### src/region_track_pkg.sv
package region_track_pkg;

    //////////////////////////////////////////////////
    // Frame geometry and datapath widths
    //////////////////////////////////////////////////

    localparam int FRAME_W  = 640;
    localparam int COORD_W  = 10;
    localparam int ADDR_W   = 19;
    localparam int CAM_W    = 8;
    localparam int PIX_W    = 7;

    // Box span and area, one bit wider than the coordinate difference
    localparam int SPAN_W   = 11;
    localparam int AREA_W   = 22;
    localparam int THRESH_W = 15;

    // 4 by 3 grid of tracked regions
    localparam int NUM_REGIONS = 12;

    //////////////////////////////////////////////////
    // Sentinels and tuning
    //////////////////////////////////////////////////

    // Minimum coordinate of a region that saw no pixel
    localparam logic [COORD_W-1:0] NO_BOX = 10'd641;

    localparam logic [THRESH_W-1:0] DEFAULT_AREA_THRESH = 15'd16;

    // Frame edges per box latch
    localparam int LATCH_EVERY = 5;
    localparam int SEQ_CNT_W   = 3;

    // Frame-buffer values in mask mode
    localparam logic [PIX_W-1:0] MASK_SKIN = 7'h00;
    localparam logic [PIX_W-1:0] MASK_BG   = 7'h3F;

    localparam logic [PIX_W-1:0] PIX_FULL  = 7'h7F;

endpackage

### src/region_box_bank.sv
`timescale 1ns/1ps

module region_box_bank (
    input  logic clk,
    input  logic reset,
    input  logic latch_i,
    input  logic [region_track_pkg::COORD_W-1:0] box_min_x_i [region_track_pkg::NUM_REGIONS],
    input  logic [region_track_pkg::COORD_W-1:0] box_max_x_i [region_track_pkg::NUM_REGIONS],
    input  logic [region_track_pkg::COORD_W-1:0] box_min_y_i [region_track_pkg::NUM_REGIONS],
    input  logic [region_track_pkg::COORD_W-1:0] box_max_y_i [region_track_pkg::NUM_REGIONS],
    output logic [region_track_pkg::COORD_W-1:0] min_x_o [region_track_pkg::NUM_REGIONS],
    output logic [region_track_pkg::COORD_W-1:0] max_x_o [region_track_pkg::NUM_REGIONS],
    output logic [region_track_pkg::COORD_W-1:0] min_y_o [region_track_pkg::NUM_REGIONS],
    output logic [region_track_pkg::COORD_W-1:0] max_y_o [region_track_pkg::NUM_REGIONS]
);

    import region_track_pkg::*;

    //////////////////////////////////////////////////
    // Latched boxes
    //////////////////////////////////////////////////

    // All 48 coordinates load together so the display never
    // mixes boxes from two different frames
    always_ff @(posedge clk or posedge reset) begin
        if (reset) begin
            for (int i = 0; i < NUM_REGIONS; i++) begin
                min_x_o[i] <= NO_BOX;
                max_x_o[i] <= '0;
                min_y_o[i] <= NO_BOX;
                max_y_o[i] <= '0;
            end
        end else if (latch_i) begin
            for (int i = 0; i < NUM_REGIONS; i++) begin
                min_x_o[i] <= box_min_x_i[i];
                max_x_o[i] <= box_max_x_i[i];
                min_y_o[i] <= box_min_y_i[i];
                max_y_o[i] <= box_max_y_i[i];
            end
        end
    end

endmodule

### config.mk
export PLATFORM = sky130hd
export DESIGN_NAME = region_box_bank
export DESIGN_NICKNAME = d
export VERILOG_FILES = /design/src/region_track_pkg.sv /design/src/region_box_bank.sv
export SDC_FILE = /design/constraint.sdc
export NUM_CORES = 1
export LEC_CHECK = 0
export BUFFER_PORTS_ARGS = -buffer_cell sky130_fd_sc_hd__buf_2
export CORE_AREA = 2 2 373 375
export DETAILED_ROUTE_END_ITERATION = 10
export DIE_AREA = 0 0 375 377
export GPL_TIMING_DRIVEN = 0
export PLACE_DENSITY = 0.3
export SLEW_MARGIN = 40
export SYNTH_ARGS = -nofsm -noshare
export SYNTH_HDL_FRONTEND = slang
export SYNTH_SLANG_ARGS = --single-unit
### constraint.sdc
create_clock -name clk -period 22.5 [get_ports clk]
set_clock_uncertainty 0.1 [all_clocks]
set_input_delay 4.5 -clock clk [delete_from_list [all_inputs] [get_ports clk]]
set_output_delay 4.5 -clock clk [all_outputs]
set_load 0.005 [all_outputs]
# Word-level counts from Yosys, hierarchy flattened
# Index checks and enable logic that the tools add are counted.
# totals
register_bits	480
output_inout_bits	480

# Logic depth before layout (Yosys ltp)
# logic_depth
depth_word	0
ltp_mapped	4
mapped_depth_nobuf	1

# Worst setup path before layout
# Ideal clock, no wire load.
# synth_path
kind	input-to-reg
startpoint	input latch_i
endpoint	register max_x_o[0] in the netlist's numbering
setup_time_ns	0.127
arrival_time_ns	5.278
path_slack_ns	16.995
stages	4
required_time_ns	22.273
n_path_buf	3
path_cell_list	buf_2 buf_6 buf_6 mux2_1
# synth_rtl
element	line_no	source
start, declared	region_box_bank.sv:6	input logic latch_i,
end signal, assigned by index	region_box_bank.sv:36	max_x_o[i] <= box_max_x_i[i];
end, declared	region_box_bank.sv:12	output logic [region_track_pkg::COORD_W-1:0] max_x_o [region_track_pkg::NUM_REGIONS],
# No word-level cell between the ends.

# Final worst setup path
# layout_path
startpoint	register min_x_o[29] in the netlist's numbering
endpoint	output min_x_o[29] in the netlist's numbering
# layout_rtl
element	line_no	source
start, declared	region_box_bank.sv:11	output logic [region_track_pkg::COORD_W-1:0] min_x_o [region_track_pkg::NUM_REGIONS],
start signal, assigned by index	region_box_bank.sv:35	min_x_o[i] <= box_min_x_i[i];
# No word-level cell between the ends.

==> results.md <==
* Status: finished clean
* Final TNS setup at 0 ps
* Max incr delay on CP at 580 ps
* Initial antenna violation count at 37
* Hold Path Class: reg2reg
* Avg Cell Area, Syn at 17.67 µm²
* Final wirelength at 77190 µm
* Count of cell types in the netlist at 7
* Iter 0 DRT Violations at 325
* Clk network pwr share at 44.3%
* Initial Util at 13.08%
* XOR/XNOR Fraction of Synth Area at 0%
* Root Driver: clkbuf_16
* Vias per cell at 3.278
* Worst setup SP type: flop
* Reg2Reg Capture Point: max_x_o[23]
* Crit path cell chain: buf_2
* Post-route setup slack at 16520 ps
* Fmax at 167.3 MHz
* Placeable Area at 137000 µm²
* Tcrit/Tclk final at 26.56%
* RSZ-0062 raised after global routing: false
* Longest Clk Path Bufs at 3
* Part of the power in registers at 42.5%
* Cell leakage power at 12.62 nW
* Reg2reg start: max_x_o[23]
* Dpl hpwl at 62120 µm
* Setup violations, final at 0
* Cell internal pwr at 0.001740 W
* Via count at 12800
* Largest family of logic cells by synthesized area: multiplexers
* Post-route minimum period at 5976 ps
* Die Area at 141400 µm²
* Clk sinks at 480
* Post-DRT Antenna Nets at 0
* GR Overflow Total at 0
* CP top delay family: flip-flops
* TritonRoute pass-1 iters at 4
* Switch share at 26.28%
* Post-CTS Resized at 0
* Global-route wire length before repair at 106700 µm
* Kind of critical path: reg2out
* RePlAce Congestion at 0.8040
* Port bufs at 961
* Slew Limit Fails at 0
* Critical path depth at 1
* Reg2reg path depth at 1
* Total track usage at 10.59%
* Area Overhead vs Synth at 52.54%
* Syn nets at 1497
* Slowest-stage cell, CP: dfstp_2
* Total of max-cap violations at 0
* Hold Vio Cnt, Final at 0
* Inserted Clock Buffers at 66
* Adder-cell share of the synthesized area at 0%
* Compound-Gate Fraction of Synth Area at 0%
* # H-tree levels at 3
* Comb pwr share at 13.1%
* Arr. time, crit path at 1380 ps
* Multiplexer share of the synthesized area at 30.17%
* Pin count of the biggest net entering global routing at 74
* Vias in the first global route at 14190
* Max rail drop VDD at 0.00004807 V
* Share of layout cells above drive strength 1 at 69.87%
* Pwr Density at 86.36 nW/µm²
* Seq/Total Area, Yosys at 67.56%
* Required @ worst endpoint at 17900 ps
* CTS tree: yes
* Measured slew at the worst slew-check pin at 555.2 ps
* Die height at 377 µm
* Commonest non-fill, non-tap cell in the layout: buf_2
* Worst Path Max Fanout at 2
* Setup bufs post-CTS at 0
* Cell row count at 136
* Worst setup path start: min_x_o[29]
* Clock Latency Late Sink at 630 ps
* Final Util at 19.95%
* CP Capture Point: min_x_o[29]
* Slew margin rel. at 62.99%
* Synth Area in Simple Gates at 0%
* Ys Warns at 0
* Die width at 375 µm
* Mapped Cells at 1014
* CTS Hold Buffers Added at 0
* WL per Instance at 19.77 µm
* I/O pin cnt at 963
* Synthesized area at 17910 µm²
* Final net count at 2532
* Setup slack, reg-to-reg at 21530 ps
* Switch Pwr at 0.0006203 W
* Worst Path Buf+Inv at 1
* Most frequent cells in the layout: 992 x buf_2, 408 x dfrtp_1, 280 x mux2_2
* Seq cells post-synth at 480
* Clock transition at path regs at 60 ps
* DRC errors left at 0
* Setup crit end kind: output pin
* DP Worst Slack at 16050 ps
-- cell families (layout without fill, tap and decap cells) --
kind of cell / count (synthesis) / after routing
buf+inv: 54 / 1141
flops: 480 / 480
mux: 480 / 480
other cells: 0 / 9
-- worst min path at each step --
stage / start / end / cells after the start
after floorplan: max_x_o[0] / max_x_o[0] / 1
after global placement: min_x_o[21] / min_x_o[21] / 1
after detailed placement: max_x_o[15] / max_x_o[15] / 1
after CTS: max_x_o[15] / max_x_o[15] / 1
after global routing: min_x_o[48] / min_x_o[48] / 1
final: max_x_o[8] / max_x_o[8] / 1
-- per-layer routing --
metal | GRT usage [%] | part of all wire, %
met5 | 0 | 0.39
met4 | 4.283 | 2.8
met3 | 5.210 | 11
met2 | 17.98 | 50
met1 | 11.18 | 36
-- power by group through the flow --
stage	clock network (W)	logic (W)	registers (W)
after detailed placement	0	0.000323	0.00102
after CTS	0.00110	0.000323	0.00101
after global routing	0.00114	0.000339	0.00102
final	0.00105	0.000310	0.00100
after global placement	0	0.000317	0.00102
after floorplan	0	0.000111	0.00102
-- synth_stat cells, drive strengths merged --
| cell | instances | share of area (%) |
|---|---|---|
| buf | 53 | 2.2 |
| dfrtp | 408 | 57 |
| dfstp | 72 | 11 |
| inv | 1 | 0.021 |
| mux2 | 480 | 30 |
-- sequential cells by signal, summed over array words and instances (netlist names) --
name / cells
max_x_o: 120
max_y_o: 120
min_x_o: 120
min_y_o: 120
-- per-stage QoR --
| stage | hold WS [ps] | power (W) | std cells | cell area [µm²] |
|---|---|---|---|---|
| after floorplan | 382.8 | 0.001134 | 1014 | 17910 |
| after global placement | 361.5 | 0.001337 | 3769 | 24970 |
| after detailed placement | 369.1 | 0.001342 | 3775 | 25140 |
| after CTS | 381.3 | 0.002429 | 3895 | 27300 |
| after global routing | 389.3 | 0.002493 | 3901 | 27320 |
| final | 376.5 | 0.002360 | 3904 | 27330 |
-- area by class of cell --
| class | instances | area (µm²) |
|---|---|---|
| Antenna cell | 9 | 22.52 |
| Buffer | 53 | 402.9 |
| Clock buffer | 107 | 1977 |
| Clock inverter | 13 | 185.2 |
| Fill cell | 14930 | 109700 |
| Inverter | 1 | 11.26 |
| Multi-Input combinational cell | 480 | 5405 |
| Sequential cell | 480 | 12100 |
| Tap cell | 1794 | 2245 |
| Timing Repair Buffer | 967 | 4975 |
(Power assumes the default switching activity.)
