**config.mk**
```make
export PLATFORM = sky130hd
export DESIGN_NAME = frame_sequencer
export DESIGN_NICKNAME = d
export VERILOG_FILES = /design/src/region_track_pkg.sv /design/src/frame_sequencer.sv
export SDC_FILE = /design/constraint.sdc
export NUM_CORES = 1
export LEC_CHECK = 0
export BUFFER_PORTS_ARGS = -buffer_cell sky130_fd_sc_hd__buf_4
export CAP_MARGIN = 15
export CORE_AREA = 2 2 39 41
export DETAILED_ROUTE_END_ITERATION = 8
export DIE_AREA = 0 0 41 43
export PLACE_DENSITY = 0.31
export RECOVER_POWER = 100
export SLEW_MARGIN = 0
export SYNTH_ARGS = -nofsm -noshare
export SYNTH_HDL_FRONTEND = slang
export SYNTH_SLANG_ARGS = --single-unit
```
**constraint.sdc**
```tcl
create_clock -name clk -period 1.6 [get_ports clk]
set_input_delay 0.32 -clock clk [delete_from_list [all_inputs] [get_ports clk]]
set_output_delay 0.32 -clock clk [all_outputs]
set_load 0.03 [all_outputs]
```
**src/region_track_pkg.sv**
```systemverilog
package region_track_pkg;

    //////////////////////////////////////////////////
    // Frame geometry and datapath widths
    //////////////////////////////////////////////////

    localparam int FRAME_W  = 640;
    localparam int COORD_W  = 10;
    localparam int ADDR_W   = 19;
    localparam int CAM_W    = 8;
    localparam int PIX_W    = 7;

    // Box span and area, one bit wider than the coordinate difference
    localparam int SPAN_W   = 11;
    localparam int AREA_W   = 22;
    localparam int THRESH_W = 15;

    // 4 by 3 grid of tracked regions
    localparam int NUM_REGIONS = 12;

    //////////////////////////////////////////////////
    // Sentinels and tuning
    //////////////////////////////////////////////////

    // Minimum coordinate of a region that saw no pixel
    localparam logic [COORD_W-1:0] NO_BOX = 10'd641;

    localparam logic [THRESH_W-1:0] DEFAULT_AREA_THRESH = 15'd16;

    // Frame edges per box latch
    localparam int LATCH_EVERY = 5;
    localparam int SEQ_CNT_W   = 3;

    // Frame-buffer values in mask mode
    localparam logic [PIX_W-1:0] MASK_SKIN = 7'h00;
    localparam logic [PIX_W-1:0] MASK_BG   = 7'h3F;

    localparam logic [PIX_W-1:0] PIX_FULL  = 7'h7F;

endpackage

```
**src/frame_sequencer.sv**
```systemverilog
`timescale 1ns/1ps

module frame_sequencer (
    input  logic clk,
    input  logic reset,
    input  logic frame_vsync_i,
    output logic latch_o
);

    import region_track_pkg::*;

    logic                 vsync_q0;
    logic                 vsync_q1;
    logic                 frame_edge;
    logic [SEQ_CNT_W-1:0] edge_cnt;

    // Two-stage sync of vsync
    always_ff @(posedge clk or posedge reset) begin
        if (reset) begin
            vsync_q0 <= 1'b0;
            vsync_q1 <= 1'b0;
        end else begin
            vsync_q0 <= frame_vsync_i;
            vsync_q1 <= vsync_q0;
        end
    end

    // Falling edge of the synced vsync
    assign frame_edge = vsync_q1 & ~vsync_q0;

    // Latch on every fifth frame edge
    always_ff @(posedge clk or posedge reset) begin
        if (reset) begin
            edge_cnt <= '0;
            latch_o  <= 1'b0;
        end else begin
            latch_o <= 1'b0;
            if (frame_edge) begin
                if (edge_cnt == SEQ_CNT_W'(LATCH_EVERY - 1)) begin
                    edge_cnt <= '0;
                    latch_o  <= 1'b1;
                end else begin
                    edge_cnt <= edge_cnt + 1'b1;
                end
            end
        end
    end

endmodule

```
* Word-level counts from Yosys, hierarchy flattened
Cells that the tools add are included.
** Cells by class
- Bitwise operators :: 2
- Muxes and demuxes :: 3
- Equality and inequality tests :: 1
- Add/subtract/negate cells :: 1
** Operators with widths (count)
- adder 3 x 1 -> 3 bit, second input constant :: 1
- equality test 3 bit, second input constant :: 1
- two-way mux 3 bit :: 1
- two-way mux 1 bit :: 2
- AND 1 bit :: 1
- NOT 1 bit :: 1
** Storage, ports and cells
- Input port bits :: 3
- Output and inout bits :: 1
- Word-level logic and storage cells :: 11
- Flip-flop bits (word level) :: 6

* Logic depth before layout (Yosys ltp)
- Depth after elaboration :: 3
- Gate-level depth with buffers :: 5
- Mapped depth without buffers :: 5

* Worst setup path before layout
No wires, ideal clock.
- Kind :: reg-to-reg
- From :: register edge_cnt[0]
- To :: register edge_cnt[0]
- Buffers on the path :: 0
- Slack :: 0.699 ns
- Setup time :: 0.121 ns
- Stages on the path, launching flop included :: 6
- Data required time :: 1.479 ns
- Arrival :: 0.780 ns
- Period minus slack after synthesis :: 0.901 ns
- Path through :: dfrtp_1 > inv_2 > ha_1 > nand2_1 > nand3_1 > o21ai_1
** On the way
- Longest elaborated chain between the ends :: 2
- Elaborated cells on any way between the ends :: 3
- Classes of those cells :: add/sub: 1; eq/ne: 1; mux: 1
** Ends and longest elaborated chain
- start: declaration :: RTL line frame_sequencer.sv:15 : logic [SEQ_CNT_W-1:0] edge_cnt;
- start signal: assignment :: RTL line frame_sequencer.sv:43 : edge_cnt <= edge_cnt + 1'b1;
- adder 3 x 1 -> 3 bit or equality test 3 bit (tied branches) :: RTL line frame_sequencer.sv:43, frame_sequencer.sv:39
- two-way mux 3 bit * :: RTL line frame_sequencer.sv:39 : if (edge_cnt == SEQ_CNT_W'(LATCH_EVERY - 1)) begin
Mark *: on every way between the ends. The rest lies on a longest branch, timed or not.
A chain may end at the register's enable or synchronous reset.

* Worst setup path after layout
- From :: register latch_o
- To :: output port latch_o
** RTL lines
- start: declaration :: RTL line frame_sequencer.sv:7 : output logic latch_o
- start signal: assignment :: RTL line frame_sequencer.sv:35 : latch_o <= 1'b0;
- start signal: assignment :: RTL line frame_sequencer.sv:37 : latch_o <= 1'b0;
- start signal: assignment :: RTL line frame_sequencer.sv:41 : latch_o <= 1'b1;
No word-level cell between the ends.

==> impl_metrics.ini <==
[synthesis]
synth_top_area_cell = dfrtp_1
ys_types = 10
synth_area_sq_um = 249
netlist_top_cells_area = dfrtp_1 (60%), ha_1 (10%), o21ai_1 (8.0%)
syn-instance-count = 24
syn_avg_cell_area_sq_um = 10.4
synth_warnings = 0
syn_nets = 29
synth-seq-cells = 6
synth-seq-area-share = 0.603
synth_top_area_share = 0.603

[global_route]
grt_first_pass_wirelength_um = 710
antenna_found_initial = 0
grt_max_degree = 7
track_usage = 0.0638
grt_remaining_overflow = 0
grt_pass1_vias = 198

[layout]
n_antenna_cell = 0
finalInstanceArea_sq_um = 310
syn2layout_area_growth_pct = 24.6
fill_cells = 156
nNetsFinal = 37
layout-drive-gt1-share = 0.200

[critical_path]
worstRegToRegCells = 5
path_cells = clkbuf_1
crit_fanout = 1
critical-path-top-delay-family = flip-flops
startpoint = latch_o
start_kind = flop
worstReg2RegStart = edge_cnt[0]
crit_arrival_ps = 850
path_class = reg -> out
cpMaxStageDelayCell = dfrtp_1
path_depth = 1
cpPeakStageDelay_ps = 320
path_buf_inv = 1
end_kind = primary output
worstPathRequired_ps = 1280

[detailed_routing]
routed_via_density = 3.87
routed_wl_um = 347
firstDrtPassIters = 3
final_antenna_net_count = 0
vias = 178
route.met2.wl_um = 170
met1_length_um = 156
wl_met3_um = 19
drtIter0Drc = 2
drcViolationCount = 0
highest_layer = met3
wire_per_inst_um = 7.54

[timing]
relSlewSlack = 0.759
tns_ps = 0
finalMaxSlewViolations = 0
worstMarginPinSlew_ps = 364
whs_ps = -0.826
fin_crit_ps = 1170
hold_viol = 3
period_share = 0.734
rsz0062_at_grt = false
setup_viol = 0
skew_ps = 0.858
fmax_mhz = 852

[die]
die_w_um = 41
num_rows = 14
dieArea_sq_mm = 0.00176
die_h_um = 43
io_pins = 4
coreArea_sq_mm = 0.00138
initial_core_util = 0.180

[clock_network]
cts_tree = done
clk-insertion-delay-late_ps = 230
clk_pin_slew_ps = 40
post_cts_buffers = 0
cts-htree-levels = 1
cts-root-buf = clkbuf_4
cts_resized = 0
cts.path.max_buffers = 2
postCtsHoldBufs = 0
cts.sinks = 6
cts_made_buffers = 3

[placement]
finalWeightedCongestion = 0.728
dp_hpwl_um = 320
placed_area_sq_um = 292
portBuffers = 3

[power_and_ir_drop]
peakVddDrop_mv = 0.500
combPwrFrac = 0.229
power.density_mw_per_mm2 = 1430
switching_share = 0.290
cellLeakagePower_uw = 0.000152
pwr-share-clk = 0.294
seqPwrFrac = 0.478
internal_power_uw = 316
p_switching_uw = 129

[outcome]
status = complete, but fails checks
violations = hold timing

[min_path]
hold_path_class = in -> async

[job]
timing.max_cap.violations = 0
[power by group through the flow]
stage | clock network (uW) | logic (uW) | registers, uW
floorplan | 0 | 85.1 | 215
global placement | 0 | 113 | 216
detailed placement | 0 | 112 | 218
CTS | 139 | 112 | 215
global route | 149 | 131 | 219
finish | 131 | 102 | 213
[flip-flops by register name (all words and copies together), names as in the netlist]
signal,cells
edge_cnt,3
latch_o,1
vsync_q0,1
vsync_q1,1
[Yosys cell counts]
| cell | count |
|---|---|
| and2b_2 | 1 |
| dfrtp_1 | 6 |
| ha_1 | 2 |
| inv_1 | 2 |
| inv_2 | 1 |
| nand2_1 | 4 |
| nand2b_1 | 1 |
| nand3_1 | 1 |
| nor2_1 | 2 |
| o21ai_1 | 4 |
[per-layer routing]
layer  track usage  vias to the layer above
li1              -                       90
met1        0.0726                       84
met2        0.0813                        4
met3        0.0157                        0
met4        0.0800                        0
met5             0                        -
[final timing paths]
path | slack [ps] | to
max | 430 | latch_o
min reg2reg | 380 | vsync_q1
max reg2reg | 590 | edge_cnt[1]
min in group clk | 210 | vsync_q0
min | -0.8 | latch_o
max in group asynchronous | 1410 | edge_cnt[2]
[stage by stage]
step / utilization / setup slack, ps / power [uW] / std cells
2_1_floorplan: - / 699 / 300 / 24
3_3_place_gp: 0.211 / 648 / 330 / 43
3_5_place_dp: 0.211 / 636 / 330 / 43
4_1_cts: 0.227 / 513 / 466 / 46
5_1_grt: 0.224 / 378 / 499 / 46
6_report: 0.224 / 426 / 445 / 46
[cell usage in the layout (no fill, tap or decap)]
cell type and instances:
clkbuf_4 5, nand2_1 4, nand3_1 1, o21ai_0 3, inv_1 3, o21ai_1 1, and2b_2 1, clkbuf_1 1
nand2b_1 1, nor2_1 2, dfrtp_1 6, ha_1 2
[layout make-up]
class | count | area, sq um | share of cell area
well taps | 16 | 20.0 | 0.0645
repair buffers | 3 | 18.8 | 0.0605
clock buffers | 3 | 22.5 | 0.0726
multi-input cells | 15 | 87.6 | 0.282
flip-flops and latches | 6 | 150 | 0.484
inverters | 3 | 11.3 | 0.0363
[cells by family (layout without fill, tap and decap cells)]
group                    count (synthesis)  after routing  synth area share
AND/OR/NAND/NOR                          9              9             0.171
AO/OA/AOI/OAI                            4              4            0.0804
buffers and inverters                    3              9            0.0452
flip-flops                               6              6             0.603
adder cells (fa/ha/maj)                  2              2             0.100
(Power assumes the default switching activity.)
