<file path="config.mk">
export PLATFORM = sky130hd
export DESIGN_NAME = region_area_filter
export DESIGN_NICKNAME = d
export VERILOG_FILES = /design/src/region_track_pkg.sv /design/src/region_area_filter.sv
export SDC_FILE = /design/constraint.sdc
export NUM_CORES = 2
export LEC_CHECK = 0
export ABC_AREA = 0
export BUFFER_PORTS_ARGS = -buffer_cell sky130_fd_sc_hd__buf_2
export CELL_PAD_IN_SITES_DETAIL_PLACEMENT = 1
export CELL_PAD_IN_SITES_GLOBAL_PLACEMENT = 2
export CORE_MARGIN = 8
export CORE_UTILIZATION = 30
export CTS_BUF_LIST = sky130_fd_sc_hd__clkbuf_16
export DETAILED_ROUTE_END_ITERATION = 16
export GPL_TIMING_DRIVEN = 1
export HOLD_SLACK_MARGIN = 0.15
export PLACE_DENSITY = 0.74
export SYNTH_ARGS = -nofsm -noshare
export SYNTH_HDL_FRONTEND = slang
export SYNTH_SLANG_ARGS = --single-unit
</file>
<file path="constraint.sdc">
create_clock -name clk -period 0.9 [get_ports clk]
set_input_delay 0.09 -clock clk [delete_from_list [all_inputs] [get_ports clk]]
set_output_delay 0.09 -clock clk [all_outputs]
set_load 0.02 [all_outputs]
</file>
<file path="src/region_track_pkg.sv">
package region_track_pkg;

    //////////////////////////////////////////////////
    // Frame geometry and datapath widths
    //////////////////////////////////////////////////

    localparam int FRAME_W  = 640;
    localparam int COORD_W  = 10;
    localparam int ADDR_W   = 19;
    localparam int CAM_W    = 8;
    localparam int PIX_W    = 7;

    // Box span and area, one bit wider than the coordinate difference
    localparam int SPAN_W   = 11;
    localparam int AREA_W   = 22;
    localparam int THRESH_W = 15;

    // 4 by 3 grid of tracked regions
    localparam int NUM_REGIONS = 12;

    //////////////////////////////////////////////////
    // Sentinels and tuning
    //////////////////////////////////////////////////

    // Minimum coordinate of a region that saw no pixel
    localparam logic [COORD_W-1:0] NO_BOX = 10'd641;

    localparam logic [THRESH_W-1:0] DEFAULT_AREA_THRESH = 15'd16;

    // Frame edges per box latch
    localparam int LATCH_EVERY = 5;
    localparam int SEQ_CNT_W   = 3;

    // Frame-buffer values in mask mode
    localparam logic [PIX_W-1:0] MASK_SKIN = 7'h00;
    localparam logic [PIX_W-1:0] MASK_BG   = 7'h3F;

    localparam logic [PIX_W-1:0] PIX_FULL  = 7'h7F;

endpackage

</file>
<file path="src/region_area_filter.sv">
`timescale 1ns/1ps

module region_area_filter (
    input  logic clk,
    input  logic reset,
    input  logic [region_track_pkg::COORD_W-1:0]  min_x_i [region_track_pkg::NUM_REGIONS],
    input  logic [region_track_pkg::COORD_W-1:0]  max_x_i [region_track_pkg::NUM_REGIONS],
    input  logic [region_track_pkg::COORD_W-1:0]  min_y_i [region_track_pkg::NUM_REGIONS],
    input  logic [region_track_pkg::COORD_W-1:0]  max_y_i [region_track_pkg::NUM_REGIONS],
    input  logic [region_track_pkg::THRESH_W-1:0] area_thresh_i,
    output logic [region_track_pkg::NUM_REGIONS-1:0] region_ok_o
);

    import region_track_pkg::*;

    logic [SPAN_W-1:0]   width  [NUM_REGIONS];
    logic [SPAN_W-1:0]   height [NUM_REGIONS];
    logic [AREA_W-1:0]   area   [NUM_REGIONS];
    logic [THRESH_W-1:0] thresh;

    // Zero on the switches selects the default
    assign thresh = (area_thresh_i != '0) ? area_thresh_i : DEFAULT_AREA_THRESH;

    //////////////////////////////////////////////////
    // Box size per region
    //////////////////////////////////////////////////

    always_comb begin
        for (int i = 0; i < NUM_REGIONS; i++) begin
            if (min_x_i[i] != NO_BOX && max_x_i[i] >= min_x_i[i] &&
                min_y_i[i] != NO_BOX && max_y_i[i] >= min_y_i[i]) begin
                width[i]  = SPAN_W'(max_x_i[i]) - SPAN_W'(min_x_i[i]) + 1'b1;
                height[i] = SPAN_W'(max_y_i[i]) - SPAN_W'(min_y_i[i]) + 1'b1;
                area[i]   = width[i] * height[i];
            end else begin
                width[i]  = '0;
                height[i] = '0;
                area[i]   = '0;
            end
        end
    end

    // Pass flags
    always_ff @(posedge clk or posedge reset) begin
        if (reset) begin
            region_ok_o <= '0;
        end else begin
            for (int i = 0; i < NUM_REGIONS; i++) begin
                region_ok_o[i] <= (area[i] >= AREA_W'(thresh));
            end
        end
    end

endmodule

</file>
== Word-level counts from Yosys, hierarchy flattened ==
Index checks and enable logic that the tools add are counted.

* Add/subtract/negate cells: 48
* $mul: 12
* $lt $le $gt $ge: 36
* Equal/unequal tests: 24
* Mux-type cells: 13
* Reduce and logical (&&, ||, !) cells: 37

{| class="wikitable"
|+ Operator list
! kind !! number
|-
| adder 11 x 1 -> 11 bit (second input constant) || 24
|-
| greater-or-equal comparator 22 x 15 -> 1 bit || 12
|-
| multiplier 11 x 11 -> 22 bit || 12
|-
| 2-to-1 mux 22 bit || 12
|-
| subtractor 10 x 10 -> 11 bit || 24
|-
| greater-or-equal comparator 10 bit || 24
|-
| inequality test 10 bit (second input constant) || 24
|-
| logical AND 1 bit || 36
|-
| 2-to-1 mux 15 bit || 1
|-
| nonzero test 15 bit || 1
|}

* Register bits after elaboration: 12
* Input port bits: 497
* Output and inout port bits: 12
* Word-level logic and storage cells: 171

== Depth between registers and ports, before layout ==
* Word-level depth: 6
* Depth in mapped cells: 40
* Mapped depth without buffers: 40

== Least setup slack after synthesis ==
Ideal clock, no wire load.

* Path kind: input-to-reg
* Start: in min_x_i[1] (netlist bit)
* End: reg region_ok_o[11] (netlist bit)
* Library setup time: 0.133 ns
* Arrival time: 7.941 ns
* Required time: 0.767 ns
* Setup slack: -7.174 ns
* Cell stages on the path: 38
* Buffers on the path: 1
* Cells stage by stage: inv_1 > ha_1 > inv_1 > ha_1 > fa_1 > nor2b_1 > o21ai_0 > a21oi_1 > o21ai_0 > nand2b_1 > a21o_1 > a21oi_1 > xnor2_1 > clkbuf_1 > nand2b_1 > fa_1 > inv_1 > fa_1 > [2 not listed] > inv_1 > fa_1 > inv_1 > ha_1 > or3_1 > or2_0 > or2_1 > a21oi_1 > xor2_1 > nor2b_1 > ha_1 > a21o_1 > a21oi_1 > o2111ai_1 > o21ai_0 > o211ai_1 > a2111oi_2 > a31oi_1

* Word-level cells in the longest chain between the ends: 6
* Elaborated cells on any way between the ends: 10
* Those cells by class: 2 x add/sub; 1 x mul; 2 x order compare; 1 x eq/ne; 1 x mux; 3 x reduce/logical

{| class="wikitable"
|+ RTL lines
! item !! line !! text
|-
| from (decl) || region_area_filter.sv:6 || <nowiki>input logic [region_track_pkg::COORD_W-1:0] min_x_i [region_track_pkg::NUM_REGIONS],</nowiki>
|-
| parallel branches: the longest is 4 deep, another holds multiplier 11 x 11 -> 22 bit || -- ||
|-
| 2-to-1 mux 22 bit (*) || region_area_filter.sv:30 || <nowiki>if (min_x_i[i] != NO_BOX && max_x_i[i] >= min_x_i[i] &&</nowiki>
|-
| greater-or-equal comparator 22 x 15 -> 1 bit (*) || region_area_filter.sv:49 || <nowiki>region_ok_o[i] <= (area[i] >= AREA_W'(thresh));</nowiki>
|-
| to (signal, indexed assignment) || region_area_filter.sv:49 ||
|-
| to (decl) || region_area_filter.sv:11 || <nowiki>output logic [region_track_pkg::NUM_REGIONS-1:0] region_ok_o</nowiki>
|}

Mark *: on every way between the ends.

== Worst setup path after layout ==
Same ends and word-level chain as after synthesis.

==> metrics.cfg <==
[synthesis]
synth_mux_area_share_pct = 0.242
synth_compound_area_share_pct = 11.0
yosys_warnings = 0
syn-num-nets = 11617
syn-instance-count = 8636
synth_ff_type = dfrtp_1
synth-simple-area-share_pct = 16.5
ys_ff_latch = 12
avgSynthCellArea_um2 = 8.21
synth-edff-count = 0
yosysSeqAreaShare_pct = 0.424
yosys.cell_types.count = 84
async_flop_share_pct = 100
yosys.area_share.xor_xnor_pct = 5.07
synth_area_mm2 = 0.0709
synth_fa_ha_area_share_pct = 55.3
synth_top_family_by_area = adder cells

[finish]
drive_above_1_share_pct = 32.4
final_util_pct = 42.4
largest_register = region_ok_o
largest_register_ffs = 12
final_common_cell = buf_4
final_cell_mix = buf_4 (2250), inv_1 (1873), ha_1 (1249), fa_1 (1035), nor2_1 (592)
reg_top3 = region_ok_o x12
num-nets-final = 14291
fin_area_mm2 = 0.0997
layout.cells.non_filler = 14460
area_growth_pct = 40.7

[routing]
via_count = 67718
wirelength_um = 242000
drtAntennaViolNets = 0
routedWlPerCell_um = 16.7
drc = 0
firstDrtPassIters = 5
via_per_inst = 4.68
drt_iter0_drc = 1743

[timing]
hold_viol = 0
max_freq_mhz = 134
finalMaxSlewViolations = 0
finalSetupViolations = 24
finalCritPeriodShare_pct = 830
tightestPinTransition_ps = 651
rsz0062_at_grt = true
relSlewSlack_pct = 56.0
period_needed_ps = 7470
fin_ws_ps = -6570

[critical_path]
crit_path_top_delay_cell = fa_1
arrival_ps = 7670
path_max_fanout = 4
critPathLaunchType = primary input
path_class = in -> reg
worstPathRequired_ps = 1100
max_stage_delay_ps = 550
crit_path_end_kind = register

[min_path]
hp-class = in -> async

[die]
die-width_um = 502
die_h_um = 502
row_count = 178
io_pins = 509
core_area_mm2 = 0.235
dieArea_mm2 = 0.252
start_util_pct = 30.1

[placement]
dp.cells = 14258
place.gp.congestion = 0.880
hpwl_um = 216000
place_area_mm2 = 0.0947
port_buffers = 508

[grt]
antenna_found_initial = 19
overflow = 0
grt_max_degree = 17
grt_first_pass_wirelength_um = 394000
grt.total_usage_pct = 18.8
grt_pass1_vias = 78456

[clock_tree]
cts_buffer_depth = 2
cts_sinks = 12
tritoncts = yes
path_clk_slew_ps = 110
clockRootBuffer = clkbuf_16
htreeDepth = 1
cts_inserted_buffers = 3

[run_status]
violations = negative setup slack
outcome = complete, but fails checks

[flow_run]
maxCapViolCount = 0

## metal layers
layer / up-vias / global-route usage (%) / part of all wire, % / wire length [µm]
met5: - / 0 / 0 / 0
met1: 33980 / 23.0 / 42 / 102000
met4: 0 / 3.22 / 2.1 / 5110
met3: 268 / 1.31 / 2.4 / 5770
met2: 768 / 36.3 / 53 / 128000
li1: 32702 / - / - / -
## cell usage after synthesis (10+ instances only)
master / instances / area, µm²
nor2_1: 613 / 2300
a21o_1: 132 / 991
nand2_1: 584 / 2190
or2_2: 28 / 175
a211o_1: 18 / 158
o21ai_0: 205 / 1030
dfrtp_1: 12 / 300
o21a_1: 47 / 353
o21ai_1: 10 / 50.1
inv_1: 2023 / 7590
o41ai_1: 14 / 123
nor3b_1: 19 / 143
and2_1: 362 / 2260
o21bai_1: 124 / 931
nand3_1: 84 / 420
a31oi_1: 62 / 388
or3_1: 19 / 119
fa_1: 1080 / 21600
nor3_1: 57 / 285
nand3b_1: 11 / 82.6
nand4_1: 111 / 694
a221o_1: 10 / 100
xor2_1: 161 / 1410
a2111oi_0: 10 / 87.6
ha_1: 1404 / 17600
a211oi_1: 60 / 450
clkbuf_1: 139 / 522
and3_1: 31 / 194
a21oi_1: 335 / 1680
o31ai_1: 18 / 135
nor2b_1: 123 / 769
o211ai_1: 23 / 173
xnor2_1: 249 / 2180
mux2i_1: 16 / 160
a221oi_1: 17 / 149
nor4_1: 64 / 400
nand2b_1: 231 / 1450
## critical path, delay by kind of cell
family / cells / cell delay (ps)
buffers and inverters: 8 / 690
xor gates and xnor gates: 2 / 360
adders and majority gates: 10 / 3830
and+or+nand+nor: 7 / 1320
AOI/OAI and AO/OA: 9 / 1400
## final cells by class
cell class,instances,area (µm²)
clock buffer,3,75.1
timing repair buffer,2809,20500
inverter,2024,7710
fill,28215,135000
tap,3150,3940
multi-input combinational,6460,67200
sequential,12,308
antenna,2,5.00
## path summary, 6_finish.rpt
| check | to | start | slack (ps) | cells after the start |
|---|---|---|---|---|
| setup / recovery | region_ok_o[11] | min_x_i[1] | -6570 | 36 |
| hold / removal | region_ok_o[2] | reset | 340 | 4 |
| max in group asynchronous | region_ok_o[4] | reset | 300 | 4 |
| min in group clk | region_ok_o[7] | min_x_i[49] | 490 | 7 |
## metrics by stage
stage / setup slack, ps / TNS [ps] / hold slack [ps]
6_report: -6570 / -74250 / 344
5_1_grt: -7080 / -78590 / 349
4_1_cts: -6610 / -74830 / 325
3_5_place_dp: -7090 / -80410 / 155
3_3_place_gp: -7030 / -78460 / 156
2_1_floorplan: -6480 / -72500 / -45.3
## cell families (layout without fill, tap and decap cells)
kind of cell | count (synthesis) | count (layout)
multiplexers | 17 | 17
flip-flops | 12 | 12
AND/OR/NAND/NOR | 2366 | 2366
buffers and inverters | 2164 | 4836
adder cells (fa/ha/maj) | 2484 | 2484
AO/OA/AOI/OAI | 1183 | 1183
other | 0 | 2
XOR/XNOR | 410 | 410
## repair_timing
item,in CTS,in global routing
hold buffers,1,0
endpoints found under the hold margin,12,0
resized for setup,393,326
buffers inserted,126,74
pin swaps,437,395
setup endpoints to repair,24,24
gates cloned,0,1
Power is left out: the tool's default activity adds up to more than one toggle a clock period on the data nets, which glitch-free logic cannot reach.
