<file path="src/region_track_pkg.sv">
package region_track_pkg;

    //////////////////////////////////////////////////
    // Frame geometry and datapath widths
    //////////////////////////////////////////////////

    localparam int FRAME_W  = 640;
    localparam int COORD_W  = 10;
    localparam int ADDR_W   = 19;
    localparam int CAM_W    = 8;
    localparam int PIX_W    = 7;

    // Box span and area, one bit wider than the coordinate difference
    localparam int SPAN_W   = 11;
    localparam int AREA_W   = 22;
    localparam int THRESH_W = 15;

    // 4 by 3 grid of tracked regions
    localparam int NUM_REGIONS = 12;

    //////////////////////////////////////////////////
    // Sentinels and tuning
    //////////////////////////////////////////////////

    // Minimum coordinate of a region that saw no pixel
    localparam logic [COORD_W-1:0] NO_BOX = 10'd641;

    localparam logic [THRESH_W-1:0] DEFAULT_AREA_THRESH = 15'd16;

    // Frame edges per box latch
    localparam int LATCH_EVERY = 5;
    localparam int SEQ_CNT_W   = 3;

    // Frame-buffer values in mask mode
    localparam logic [PIX_W-1:0] MASK_SKIN = 7'h00;
    localparam logic [PIX_W-1:0] MASK_BG   = 7'h3F;

    localparam logic [PIX_W-1:0] PIX_FULL  = 7'h7F;

endpackage

</file>
<file path="src/pixel_write_formatter.sv">
`timescale 1ns/1ps

module pixel_write_formatter (
    input  logic clk,
    input  logic reset,
    input  logic pixel_valid_i,
    input  logic [region_track_pkg::COORD_W-1:0] pixel_x_i,
    input  logic [region_track_pkg::COORD_W-1:0] pixel_y_i,
    input  logic [region_track_pkg::CAM_W-1:0]   pixel_data_i,
    input  logic [region_track_pkg::PIX_W-1:0]   brightness_i,
    input  logic mask_mode_i,
    input  logic skin_i,
    output logic fb_we_o,
    output logic [region_track_pkg::ADDR_W-1:0]  fb_addr_o,
    output logic [region_track_pkg::PIX_W-1:0]   fb_data_o
);

    import region_track_pkg::*;

    logic [2*PIX_W-1:0] scaled;
    logic [ADDR_W-1:0]  pix_addr;
    logic [PIX_W-1:0]   pix_data;

    // Brightness as a fraction of 128
    assign scaled   = pixel_data_i[CAM_W-1:1] * brightness_i;
    assign pix_addr = ADDR_W'(pixel_y_i) * ADDR_W'(FRAME_W) + ADDR_W'(pixel_x_i);

    always_comb begin
        if (mask_mode_i) begin
            pix_data = skin_i ? MASK_SKIN : MASK_BG;
        end else begin
            pix_data = scaled[2*PIX_W-1:PIX_W];
        end
    end

    always_ff @(posedge clk or posedge reset) begin
        if (reset) begin
            fb_we_o <= 1'b0;
        end else begin
            fb_we_o <= pixel_valid_i;
        end
    end

    always_ff @(posedge clk) begin
        if (pixel_valid_i) begin
            fb_addr_o <= pix_addr;
            fb_data_o <= pix_data;
        end
    end

endmodule

</file>
<file path="config.mk">
export PLATFORM = sky130hd
export DESIGN_NAME = pixel_write_formatter
export DESIGN_NICKNAME = d
export VERILOG_FILES = /design/src/region_track_pkg.sv /design/src/pixel_write_formatter.sv
export SDC_FILE = /design/constraint.sdc
export NUM_CORES = 1
export LEC_CHECK = 0
export BUFFER_PORTS_ARGS = -buffer_cell sky130_fd_sc_hd__buf_2
export CORE_ASPECT_RATIO = 1.5
export CORE_MARGIN = 3
export CORE_UTILIZATION = 30
export CTS_BUF_LIST = sky130_fd_sc_hd__clkbuf_8 sky130_fd_sc_hd__clkbuf_16
export CTS_CLUSTER_SIZE = 10
export DETAILED_ROUTE_END_ITERATION = 12
export PLACE_DENSITY = 0.45
export SETUP_SLACK_MARGIN = 0.4
export SLEW_MARGIN = 20
export SYNTH_ARGS = -nofsm -noshare
export SYNTH_HDL_FRONTEND = slang
export SYNTH_SLANG_ARGS = --single-unit
</file>
<file path="constraint.sdc">
create_clock -name clk -period 0.8 [get_ports clk]
set_input_delay 0.04 -clock clk [delete_from_list [all_inputs] [get_ports clk]]
set_output_delay 0.04 -clock clk [all_outputs]
set_load 0.01 [all_outputs]
</file>
# Word level (Yosys, flattened, before mapping)

Cells that the tools add are included.

$add $sub $neg: 1
Multiply operators: 2
Muxes and demuxes: 2

Operator list:

| cell                  | number |
|---|---|
| $add 19x10->19        | 1 |
| $mul 7x7->14          | 1 |
| $mul 10x3->12 const B | 1 |
| $mux 7                | 1 |
| $mux 6                | 1 |

Register bits after elaboration: 27
Bits of input ports: 40
Output and inout bits: 27
Word-level logic and storage cells: 8

# Depth between registers and ports, before layout

Gate-level depths: netlist of run 1.

Word-level depth: 2
Gate-level depth with buffers: 16
Gate-level depth less buffers: 16

# Worst setup path after synthesis of run 1

Ideal clock, no wire load.

Path type: in2reg
Start point: input brightness_i[3] (netlist name)
End point: register fb_data_o[3] (netlist name), data pin
Library setup time: 0.265 ns
Data arrival time: 3.560 ns
Required time: 0.535 ns
Slack: -3.024 ns
Cell stages on the path: 16
Buffers on the path: 0
Cells stage by stage: and2_1 fa_1 inv_1 fa_1 inv_1 fa_1 inv_1 fa_1 inv_1 ha_1 a21o_1 a21o_1 a41o_1 a21oi_1 xor2_1 o21ai_1

Longest elaborated chain between the ends: 2

Ends and longest elaborated chain:

| what                 | RTL line                    | text |
|---|---|---|
| start, declared      | pixel_write_formatter.sv:10 | `input logic [region_track_pkg::PIX_W-1:0] brightness_i,` |
| $mul 7x7->14         | pixel_write_formatter.sv:25 | `assign scaled = pixel_data_i[CAM_W-1:1] * brightness_i;` |
| $mux 7               | pixel_write_formatter.sv:29 | `if (mask_mode_i) begin` |
| via pix_data[3]      | pixel_write_formatter.sv:22 | `logic [PIX_W-1:0] pix_data;` |
| end signal, assigned | pixel_write_formatter.sv:47 | `fb_data_o <= pix_data;` |
| end, declared        | pixel_write_formatter.sv:15 | `output logic [region_track_pkg::PIX_W-1:0] fb_data_o` |

The timed path passes the listed nets, and every way through them passes these cells.
A chain may end at the register's enable or synchronous reset.

# Worst setup path after layout of run 1

Start point: input brightness_i[1] (netlist name)
End point: register fb_data_o[3] (netlist name), data pin

Same word-level chain as after synthesis.

==> results of run 1 <==
[worst min path at each step]
stage / end / slack, ns / cells after the start
final: fb_addr_o[0]$_DFFE_PP_ / -0.05 / 1
after floorplan: fb_we_o$_DFF_PP0_ / -0.23 / 1
after detailed placement: fb_we_o$_DFF_PP0_ / -0.12 / 2
after global routing: fb_addr_o[3]$_DFFE_PP_ / -0.06 / 1
after global placement: fb_we_o$_DFF_PP0_ / -0.12 / 2
after CTS: fb_addr_o[3]$_DFFE_PP_ / -0.06 / 1
[power breakdown]
part | switching, mW | leakage (nW) | internal, mW | total, mW
logic | 2.65 | 1.88 | 2.91 | 5.56
clock network | 0.472 | 0.0371 | 0.679 | 1.15
registers | 0.0533 | 0.266 | 1.88 | 1.94
total | 3.18 | 2.19 | 5.47 | 8.65
[area by class of cell]
class,count,area share
sequential,27,0.172
timing repair buffer,144,0.228
clock buffer,3,0.0160
inverter,31,0.0249
multi-input combinational,220,0.526
tap,115,0.0307
clock inverter,1,0.00160
[layer usage]
layer | GRT usage | up-vias | part of all wire
met5 | 0 | - | 0
met4 | 0.0316 | 0 | 0.0097
met3 | 0.0102 | 6 | 0.035
met2 | 0.296 | 49 | 0.62
met1 | 0.135 | 1204 | 0.34
li1 | - | 1257 | -
[layout by cell type, fill, tap and decap left out, types with 3 or more instances in the layout]
cell type                   instances
sky130_fd_sc_hd__edfxtp_1          26
sky130_fd_sc_hd__and2_1            29
sky130_fd_sc_hd__a21oi_2            6
sky130_fd_sc_hd__inv_1             21
sky130_fd_sc_hd__o21ai_1            7
sky130_fd_sc_hd__buf_6             22
sky130_fd_sc_hd__a21o_1             5
sky130_fd_sc_hd__buf_4             63
sky130_fd_sc_hd__xnor2_1           10
sky130_fd_sc_hd__o21ai_0            6
sky130_fd_sc_hd__nand2_1           15
sky130_fd_sc_hd__clkbuf_16          3
sky130_fd_sc_hd__nor2_1             5
sky130_fd_sc_hd__nand4_1            5
sky130_fd_sc_hd__xor2_1             4
sky130_fd_sc_hd__and2_4             7
sky130_fd_sc_hd__fa_1              23
sky130_fd_sc_hd__xnor2_2            5
sky130_fd_sc_hd__nand2_2            3
sky130_fd_sc_hd__ha_4              14
sky130_fd_sc_hd__inv_2             10
sky130_fd_sc_hd__buf_8              3
sky130_fd_sc_hd__ha_1              33
sky130_fd_sc_hd__buf_2             53
[state kept, by name, indices dropped and copies added (netlist names)]
name / flops
fb_addr_o: 19
fb_data_o: 7
fb_we_o: 1
[cells in the mapped netlist]
cell type | n | area share
sky130_fd_sc_hd__mux2i_1 | 1 | 0.0033
sky130_fd_sc_hd__a21o_1 | 6 | 0.015
sky130_fd_sc_hd__a21oi_1 | 8 | 0.013
sky130_fd_sc_hd__o221ai_2 | 1 | 0.0050
sky130_fd_sc_hd__o31ai_2 | 1 | 0.0042
sky130_fd_sc_hd__and3_1 | 2 | 0.0042
sky130_fd_sc_hd__ha_1 | 49 | 0.20
sky130_fd_sc_hd__or3_1 | 1 | 0.0021
sky130_fd_sc_hd__edfxtp_1 | 26 | 0.26
sky130_fd_sc_hd__o22ai_2 | 1 | 0.0042
sky130_fd_sc_hd__a21oi_2 | 1 | 0.0029
sky130_fd_sc_hd__buf_1 | 1 | 0.0013
sky130_fd_sc_hd__nand2b_1 | 2 | 0.0042
sky130_fd_sc_hd__fa_1 | 25 | 0.17
sky130_fd_sc_hd__nor2b_1 | 2 | 0.0042
sky130_fd_sc_hd__o21a_1 | 2 | 0.0050
sky130_fd_sc_hd__nor3_1 | 2 | 0.0033
sky130_fd_sc_hd__nand2_1 | 18 | 0.023
sky130_fd_sc_hd__a211oi_1 | 2 | 0.0050
sky130_fd_sc_hd__o31a_1 | 2 | 0.0058
sky130_fd_sc_hd__nand4_1 | 5 | 0.010
sky130_fd_sc_hd__nor2_1 | 8 | 0.010
sky130_fd_sc_hd__and2_1 | 36 | 0.075
sky130_fd_sc_hd__o21ai_0 | 10 | 0.017
sky130_fd_sc_hd__o21ai_1 | 3 | 0.0050
sky130_fd_sc_hd__a31oi_1 | 2 | 0.0042
sky130_fd_sc_hd__a221o_1 | 1 | 0.0033
sky130_fd_sc_hd__xor2_1 | 6 | 0.018
sky130_fd_sc_hd__inv_1 | 31 | 0.039
sky130_fd_sc_hd__dfrtp_1 | 1 | 0.0083
sky130_fd_sc_hd__or2_2 | 1 | 0.0021
sky130_fd_sc_hd__a22oi_1 | 1 | 0.0025
sky130_fd_sc_hd__xnor2_1 | 15 | 0.044
sky130_fd_sc_hd__a211oi_2 | 1 | 0.0042
sky130_fd_sc_hd__o21bai_1 | 2 | 0.0050
sky130_fd_sc_hd__a211o_1 | 1 | 0.0029
sky130_fd_sc_hd__nand4bb_4 | 1 | 0.0092
sky130_fd_sc_hd__a41o_1 | 1 | 0.0033
[cells by family after synthesis]
| logic type | count (synthesis) | synth area share |
|---|---|---|
| mux | 1 | 0.00334 |
| buf+inv | 32 | 0.0401 |
| flops | 27 | 0.269 |
| xor+xnor | 21 | 0.0614 |
| fa+ha+maj | 74 | 0.371 |
| simple gates | 78 | 0.147 |
| compound gates | 46 | 0.108 |
[through the flow]
| step | setup slack [ns] | instance area, sq um | util | power (mW) | TNS (ns) |
|---|---|---|---|---|---|
| after floorplan | -2.80 | 3140 | - | 4.78 | -26.49 |
| after global placement | -3.06 | 4110 | 0.424 | 6.72 | -31.94 |
| after detailed placement | -3.10 | 4110 | 0.424 | 6.75 | -32.29 |
| after CTS | -2.74 | 4550 | 0.470 | 8.49 | -26.89 |
| after global routing | -2.88 | 4680 | 0.483 | 9.42 | -29.39 |
| final | -2.73 | 4680 | 0.483 | 8.65 | -26.85 |
[what timing repair did]
item	4_1_cts	5_1_grt
endpoints found under the setup margin	45	45
endpoints found under the hold margin	8	7
setup buffers	6	6
pin swaps	24	24
resized for setup	68	22
==> metrics.txt, run 1 <==
number of global-route vias before repair around 2700; fmax about 0.28 GHz; endpoint required time on the critical path approximately 0.82 ns; Global Route Usage Sum 0.138; I/O pin total between 60 and 70; crit share post-route 4.41; drc violations 0; Finished Layout Cells 541; clock tree from TritonCTS built; Tmin final between 3 and 4 ns; Power Density around 1800 nW/um^2; Die Area 11300 sq um; Mean Syn Cell Area 10.7 sq um; CP startpoint kind input pin; Hold Fails Final Rpt 7; Yosys warning count 0; clock edge transition at the registers on the reported setup and hold paths approximately 0.070 ns; count of routing violations after the opening detailed-route iteration 40; net count of the mapped netlist a little under 400; Antenna Violating Nets Remaining 0; number of nets in the final layout 541; wire length of the first global-routing pass approximately 12000 um; number of port buffers 65; gp weighted congestion around 0.83; top fanout value on the critical path 4; start point of the critical path brightness_i[1]; Crit path depth 17; row cnt between 40 and 50; Num CTS Buffers 3; WS Path Type input pin to register; final HPWL from detailed placement 6320 um; effective utilization at floorplan 0.309; post-synthesis sequential element count 27; Wirelength per Cell about 14 um; Pre-Repair DR Iteration Count 4; Inserted Diodes 0; maximum clock insertion buffer count 2; number of antenna violations at the first check in global routing 0; total area of multi-input combinational cells 2460 sq um; post-DR vias/cell approximately 4.7; arrival time of data at the critical path endpoint about 3.5 ns; final routed wirelength across all metal layers 7460 um; setup repair after global routing missed its margin true; height of the die 128 um; worst path cell trace buf_8, and2_4, fa_1, inv_1, fa_1, inv_2, fa_1, inv_1, fa_1, inv_1, ha_2, a21o_1, a21o_1, a41o_1, a21oi_2, xor2_1, o21ai_1; fraction of final layout cells with drive strength greater than 1 0.509; maximum resistive drop on vdd around 1.8 mV; max-cap violation count 0; count of distinct cell types in the synthesized netlist 38; max-slew headroom at the worst pin 0.788; kind of cell with the highest combined delay on the critical path adder cells; Setup-failing EPs final 29; failing checks negative hold slack, negative setup slack; synthesized instance count about 280; Worst setup EP type register; maximum number of pins on one net before global-route repair 28; sequential cell area fraction in the yosys report 0.269; Worst Hold Launch pixel_x_i[0]; post-synthesis to final-layout area growth 56.2%; Storage cell area 806 sq um; Hold Worst Slack -0.0504 ns; Worst Setup Slack, final -2.73 ns; Post-Syn Area roughly 3000 sq um; clock tree root buffer cell sky130_fd_sc_hd__clkbuf_16; Slew @ Worst Pin ~0.32 ns; type of the most critical hold path input pin to register; cell with the most instances on the worst path sky130_fd_sc_hd__fa_1; Static Leakage approximately 2.2 nW; count of placed standard cells including taps between 500 and 600; Max Transition Viols Final 0; GR Overflow Total 0; Buf+Inv Stages, Crit Path 5; Core Footprint a little under 10000 sq um; highest cell delay on the worst timing path about 0.53 ns; CTS sink cnt 27; fillcell total around 930; CTS hold repair buffers 1; result of the run finished with violations; count of H-tree levels built during CTS 1; total via count after detailed routing about 2500; die extent in x 87.6 um; CP max stage cell sky130_fd_sc_hd__fa_1; Critical Path End fb_data_o[3]$_DFFE_PP_
No activity file was read; power rests on OpenSTA's default activity.
==> inputs of run 2 (changes only) <==
--- a/config.mk
+++ b/config.mk
@@ -5,7 +5,9 @@
 export SDC_FILE = /design/constraint.sdc
 export NUM_CORES = 1
 export LEC_CHECK = 0
+export ABC_AREA = 1
 export BUFFER_PORTS_ARGS = -buffer_cell sky130_fd_sc_hd__buf_2
+export CAP_MARGIN = 10
 export CORE_ASPECT_RATIO = 1.5
 export CORE_MARGIN = 3
 export CORE_UTILIZATION = 30
==> run 2 against run 1 <==
The flow still finishes with violations (negative hold slack, negative setup slack); core utilization about the same; fmax grew 6.8%; via count increased by 29%; worst hold slack got worse by 0.0067 ns; routed wire length increased by 19%; highest routed layer unchanged.
==> metrics.txt, run 2 <==
number of enable flip-flop cells after synthesis 26 (unchanged); CTS hold repair buffers 1 (unchanged); fraction of final layout cells with drive strength greater than 1 0.409 (was 0.509); Worst setup EP type register (unchanged); failing checks negative hold slack, negative setup slack (unchanged); clock tree root buffer cell sky130_fd_sc_hd__clkbuf_16 (unchanged); number of antenna violations at the first check in global routing 0 (unchanged); die extent in x 92.1 um (was 87.6 um); number of port buffers 65 (unchanged); I/O pin total 67 (unchanged); Wirelength per Cell 12.1 um (was 13.8 um); Core Footprint 10700 sq um (was 9690 sq um); register with the most flip-flops fb_addr_o (unchanged); synthesized instance count 426 (was 279); WS Path Type input pin to register (unchanged); maximum clock insertion buffer count 2 (unchanged); row cnt 46 (was 44); Hold Fails Final Rpt 8 (was 7); Pre-Repair DR Iteration Count 4 (unchanged); number of global-route vias before repair 3451 (was 2741); cell with the most instances after synthesis sky130_fd_sc_hd__nand2_1 (was sky130_fd_sc_hd__ha_1); grt met1 use 0.135 (about the same); drc violations 0 (unchanged); cell type with the largest total area after synthesis sky130_fd_sc_hd__edfxtp_1 (unchanged); final routed wirelength across all metal layers 8890 um (was 7460 um); Synth top area share 0.234 (was 0.260); Antenna Violating Nets Remaining 0 (unchanged); final HPWL from detailed placement 7650 um (was 6320 um); leading register cell type out of synthesis sky130_fd_sc_hd__edfxtp_1 (unchanged); Slew @ Worst Pin 0.356 ns (was 0.316 ns); clock tree from TritonCTS built (unchanged); Setup-failing EPs final 42 (was 29); count of distinct cell types in the synthesized netlist 28 (was 38); max-cap violation count 0 (unchanged); result of the run finished with violations (unchanged); flip-flop count of the largest register after layout 19 (unchanged); Tmin final 3.30 ns (was 3.53 ns); Inserted Diodes 0 (unchanged); Num CTS Buffers 3 (unchanged); CTS sink cnt 27 (unchanged); Yosys warning count 0 (unchanged); type of the most critical hold path input pin to register (unchanged); CP startpoint kind input pin (unchanged); Static Leakage 2.85 nW (was 2.19 nW); clock edge transition at the registers on the reported setup and hold paths 0.07 ns (about the same); max-slew headroom at the worst pin 0.761 (was 0.788); effective utilization at floorplan 0.312 (was 0.309); post-synthesis to final-layout area growth 55.2% (was 56.2%); setup repair after global routing missed its margin true (unchanged); count of routing violations after the opening detailed-route iteration 63 (was 40); net count of the mapped netlist 540 (was 393); highest-utilization routing layer at the global route stage met2 (unchanged); crit share post-route 4.13 (was 4.41); post-synthesis sequential element count 27 (unchanged); Max Transition Viols Final 0 (unchanged); sequential cell area fraction in the yosys report 0.242 (was 0.269); leading cell types by count after synthesis sky130_fd_sc_hd__nand2_1, sky130_fd_sc_hd__inv_1, sky130_fd_sc_hd__ha_1, sky130_fd_sc_hd__edfxtp_1, sky130_fd_sc_hd__fa_1 (was sky130_fd_sc_hd__ha_1, sky130_fd_sc_hd__and2_1, sky130_fd_sc_hd__inv_1, sky130_fd_sc_hd__edfxtp_1, sky130_fd_sc_hd__fa_1); leading cell types in the layout, fill and taps excluded sky130_fd_sc_hd__nand2_1, sky130_fd_sc_hd__inv_1, sky130_fd_sc_hd__buf_4 (was sky130_fd_sc_hd__buf_4, sky130_fd_sc_hd__buf_2, sky130_fd_sc_hd__ha_1); post-DR vias/cell 4.41 (was 4.65); Hold Worst Slack -0.0571 ns (was -0.0504 ns); number of nets in the final layout 704 (was 541); wire length of the first global-routing pass 14900 um (was 12400 um); fmax 0.303 GHz (was 0.283 GHz); gp weighted congestion 0.800 (was 0.828); maximum number of pins on one net before global-route repair 17 (was 28); Global Route Usage Sum 0.146 (was 0.138); maximum resistive drop on vdd 0.829 mV (was 1.81 mV); met2 track demand over resource 0.318 (was 0.296); M3 GR Usage 0.0161 (was 0.0102); Mean Syn Cell Area 7.83 sq um (was 10.7 sq um); most common cell after layout, fill and taps aside sky130_fd_sc_hd__nand2_1 (was sky130_fd_sc_hd__buf_4); top fanout value on the critical path 3 (was 4); height of the die 135 um (was 128 um); Setup Total Neg Slack -25.93 ns (was -26.85 ns); count of H-tree levels built during CTS 1 (unchanged); Worst Setup Slack, final -2.50 ns (was -2.73 ns); share of flip-flops with an asynchronous set or reset after synthesis 0.0370 (unchanged); Power Density 1840 nW/um^2 (was 1850 nW/um^2); Die Area 12400 sq um (was 11300 sq um); top cells by area, synth sky130_fd_sc_hd__edfxtp_1, sky130_fd_sc_hd__ha_1, sky130_fd_sc_hd__fa_1, sky130_fd_sc_hd__nand2_1, sky130_fd_sc_hd__inv_1 (was sky130_fd_sc_hd__edfxtp_1, sky130_fd_sc_hd__ha_1, sky130_fd_sc_hd__fa_1, sky130_fd_sc_hd__and2_1, sky130_fd_sc_hd__xnor2_1); total via count after detailed routing 3234 (was 2516); Post-Syn Area 3340 sq um (was 3000 sq um); largest registers fb_addr_o x19, fb_data_o x7, fb_we_o x1 (unchanged); arrival time of data at the critical path endpoint 3.32 ns (was 3.54 ns); GR Overflow Total 0 (unchanged); endpoint required time on the critical path 0.82 ns (about the same)
==> run 2: worst max-delay path: stages <==
cell	delay, ns
sky130_fd_sc_hd__buf_2	0.10
sky130_fd_sc_hd__nand2_2	0.06
sky130_fd_sc_hd__fa_1	0.53
sky130_fd_sc_hd__fa_1	0.55
sky130_fd_sc_hd__inv_1	0.05
sky130_fd_sc_hd__fa_1	0.47
sky130_fd_sc_hd__inv_1	0.05
sky130_fd_sc_hd__fa_1	0.49
sky130_fd_sc_hd__inv_2	0.05
sky130_fd_sc_hd__ha_4	0.30
sky130_fd_sc_hd__nand2_4	0.06
sky130_fd_sc_hd__inv_2	0.06
sky130_fd_sc_hd__nand3_2	0.06
sky130_fd_sc_hd__nor3_2	0.10
sky130_fd_sc_hd__nand3_1	0.11
sky130_fd_sc_hd__nand3_1	0.08
sky130_fd_sc_hd__nand2_1	0.05
sky130_fd_sc_hd__nand3_1	0.06
sky130_fd_sc_hd__nand2_1	0.06
==> run 2: report_power, final <==
group	internal [mW]	total [mW]	switching, mW
Clock	0.680	1.17	0.489
Combinational	3.12	6.44	3.31
Sequential	1.87	1.93	0.0669
Total	5.67	9.54	3.87
==> run 2: per-layer routing <==
metal | vias to the layer above | wire, um
met3 | 13 | 266
met4 | 0 | 188
li1 | 1648 | -
met2 | 47 | 5470
met5 | - | 0
met1 | 1526 | 2970
==> run 2: stage by stage <==
step                utilization  cell area, sq um  instances  power (mW)  setup WS (ns)
floorplan                     -              3460        426        5.07          -2.60
global placement          0.430              4610        719        7.28          -2.87
detailed placement        0.430              4610        719        7.32          -2.93
CTS                       0.466              4990        727        9.16          -2.54
global route              0.484              5180        733        10.4          -2.72
finish                    0.484              5180        733        9.54          -2.50
==> run 2: layout make-up <==
cell class	instances	area, sq um
clock inverter	1	7.51
multi-input combinational	296	2530
tap	144	180
clock buffer	3	75.1
sequential	27	806
timing repair buffer	159	1190
fill	1115	5530
inverter	103	389
==> run 2: timing repair <==
item | CTS | global route
endpoints found under the setup margin | 69 | 46
resized for setup | 68 | 29
hold endpoints to repair | 9 | 8
pin swaps | 32 | 25
setup buffers | 3 | 6
==> run 2: worst paths after layout <==
path / end / cells after the start / from
setup / recovery: fb_data_o[4]$_DFFE_PP_ / 19 / pixel_data_i[1]
hold / removal: fb_addr_o[2]$_DFFE_PP_ / 1 / pixel_x_i[2]
max in group asynchronous: fb_we_o$_DFF_PP0_ / 3 / reset
min in group asynchronous: fb_we_o$_DFF_PP0_ / 3 / reset
==> run 2: kinds of logic (layout without fill, tap and decap cells) <==
logic type | count (synthesis) | in the layout | synth area share
AND/OR/NAND/NOR | 186 | 186 | 0.237
buffers and inverters | 103 | 266 | 0.116
adder cells (fa/ha/maj) | 74 | 74 | 0.334
flip-flops | 27 | 27 | 0.242
AO/OA/AOI/OAI | 26 | 26 | 0.0428
XOR/XNOR | 10 | 10 | 0.0285
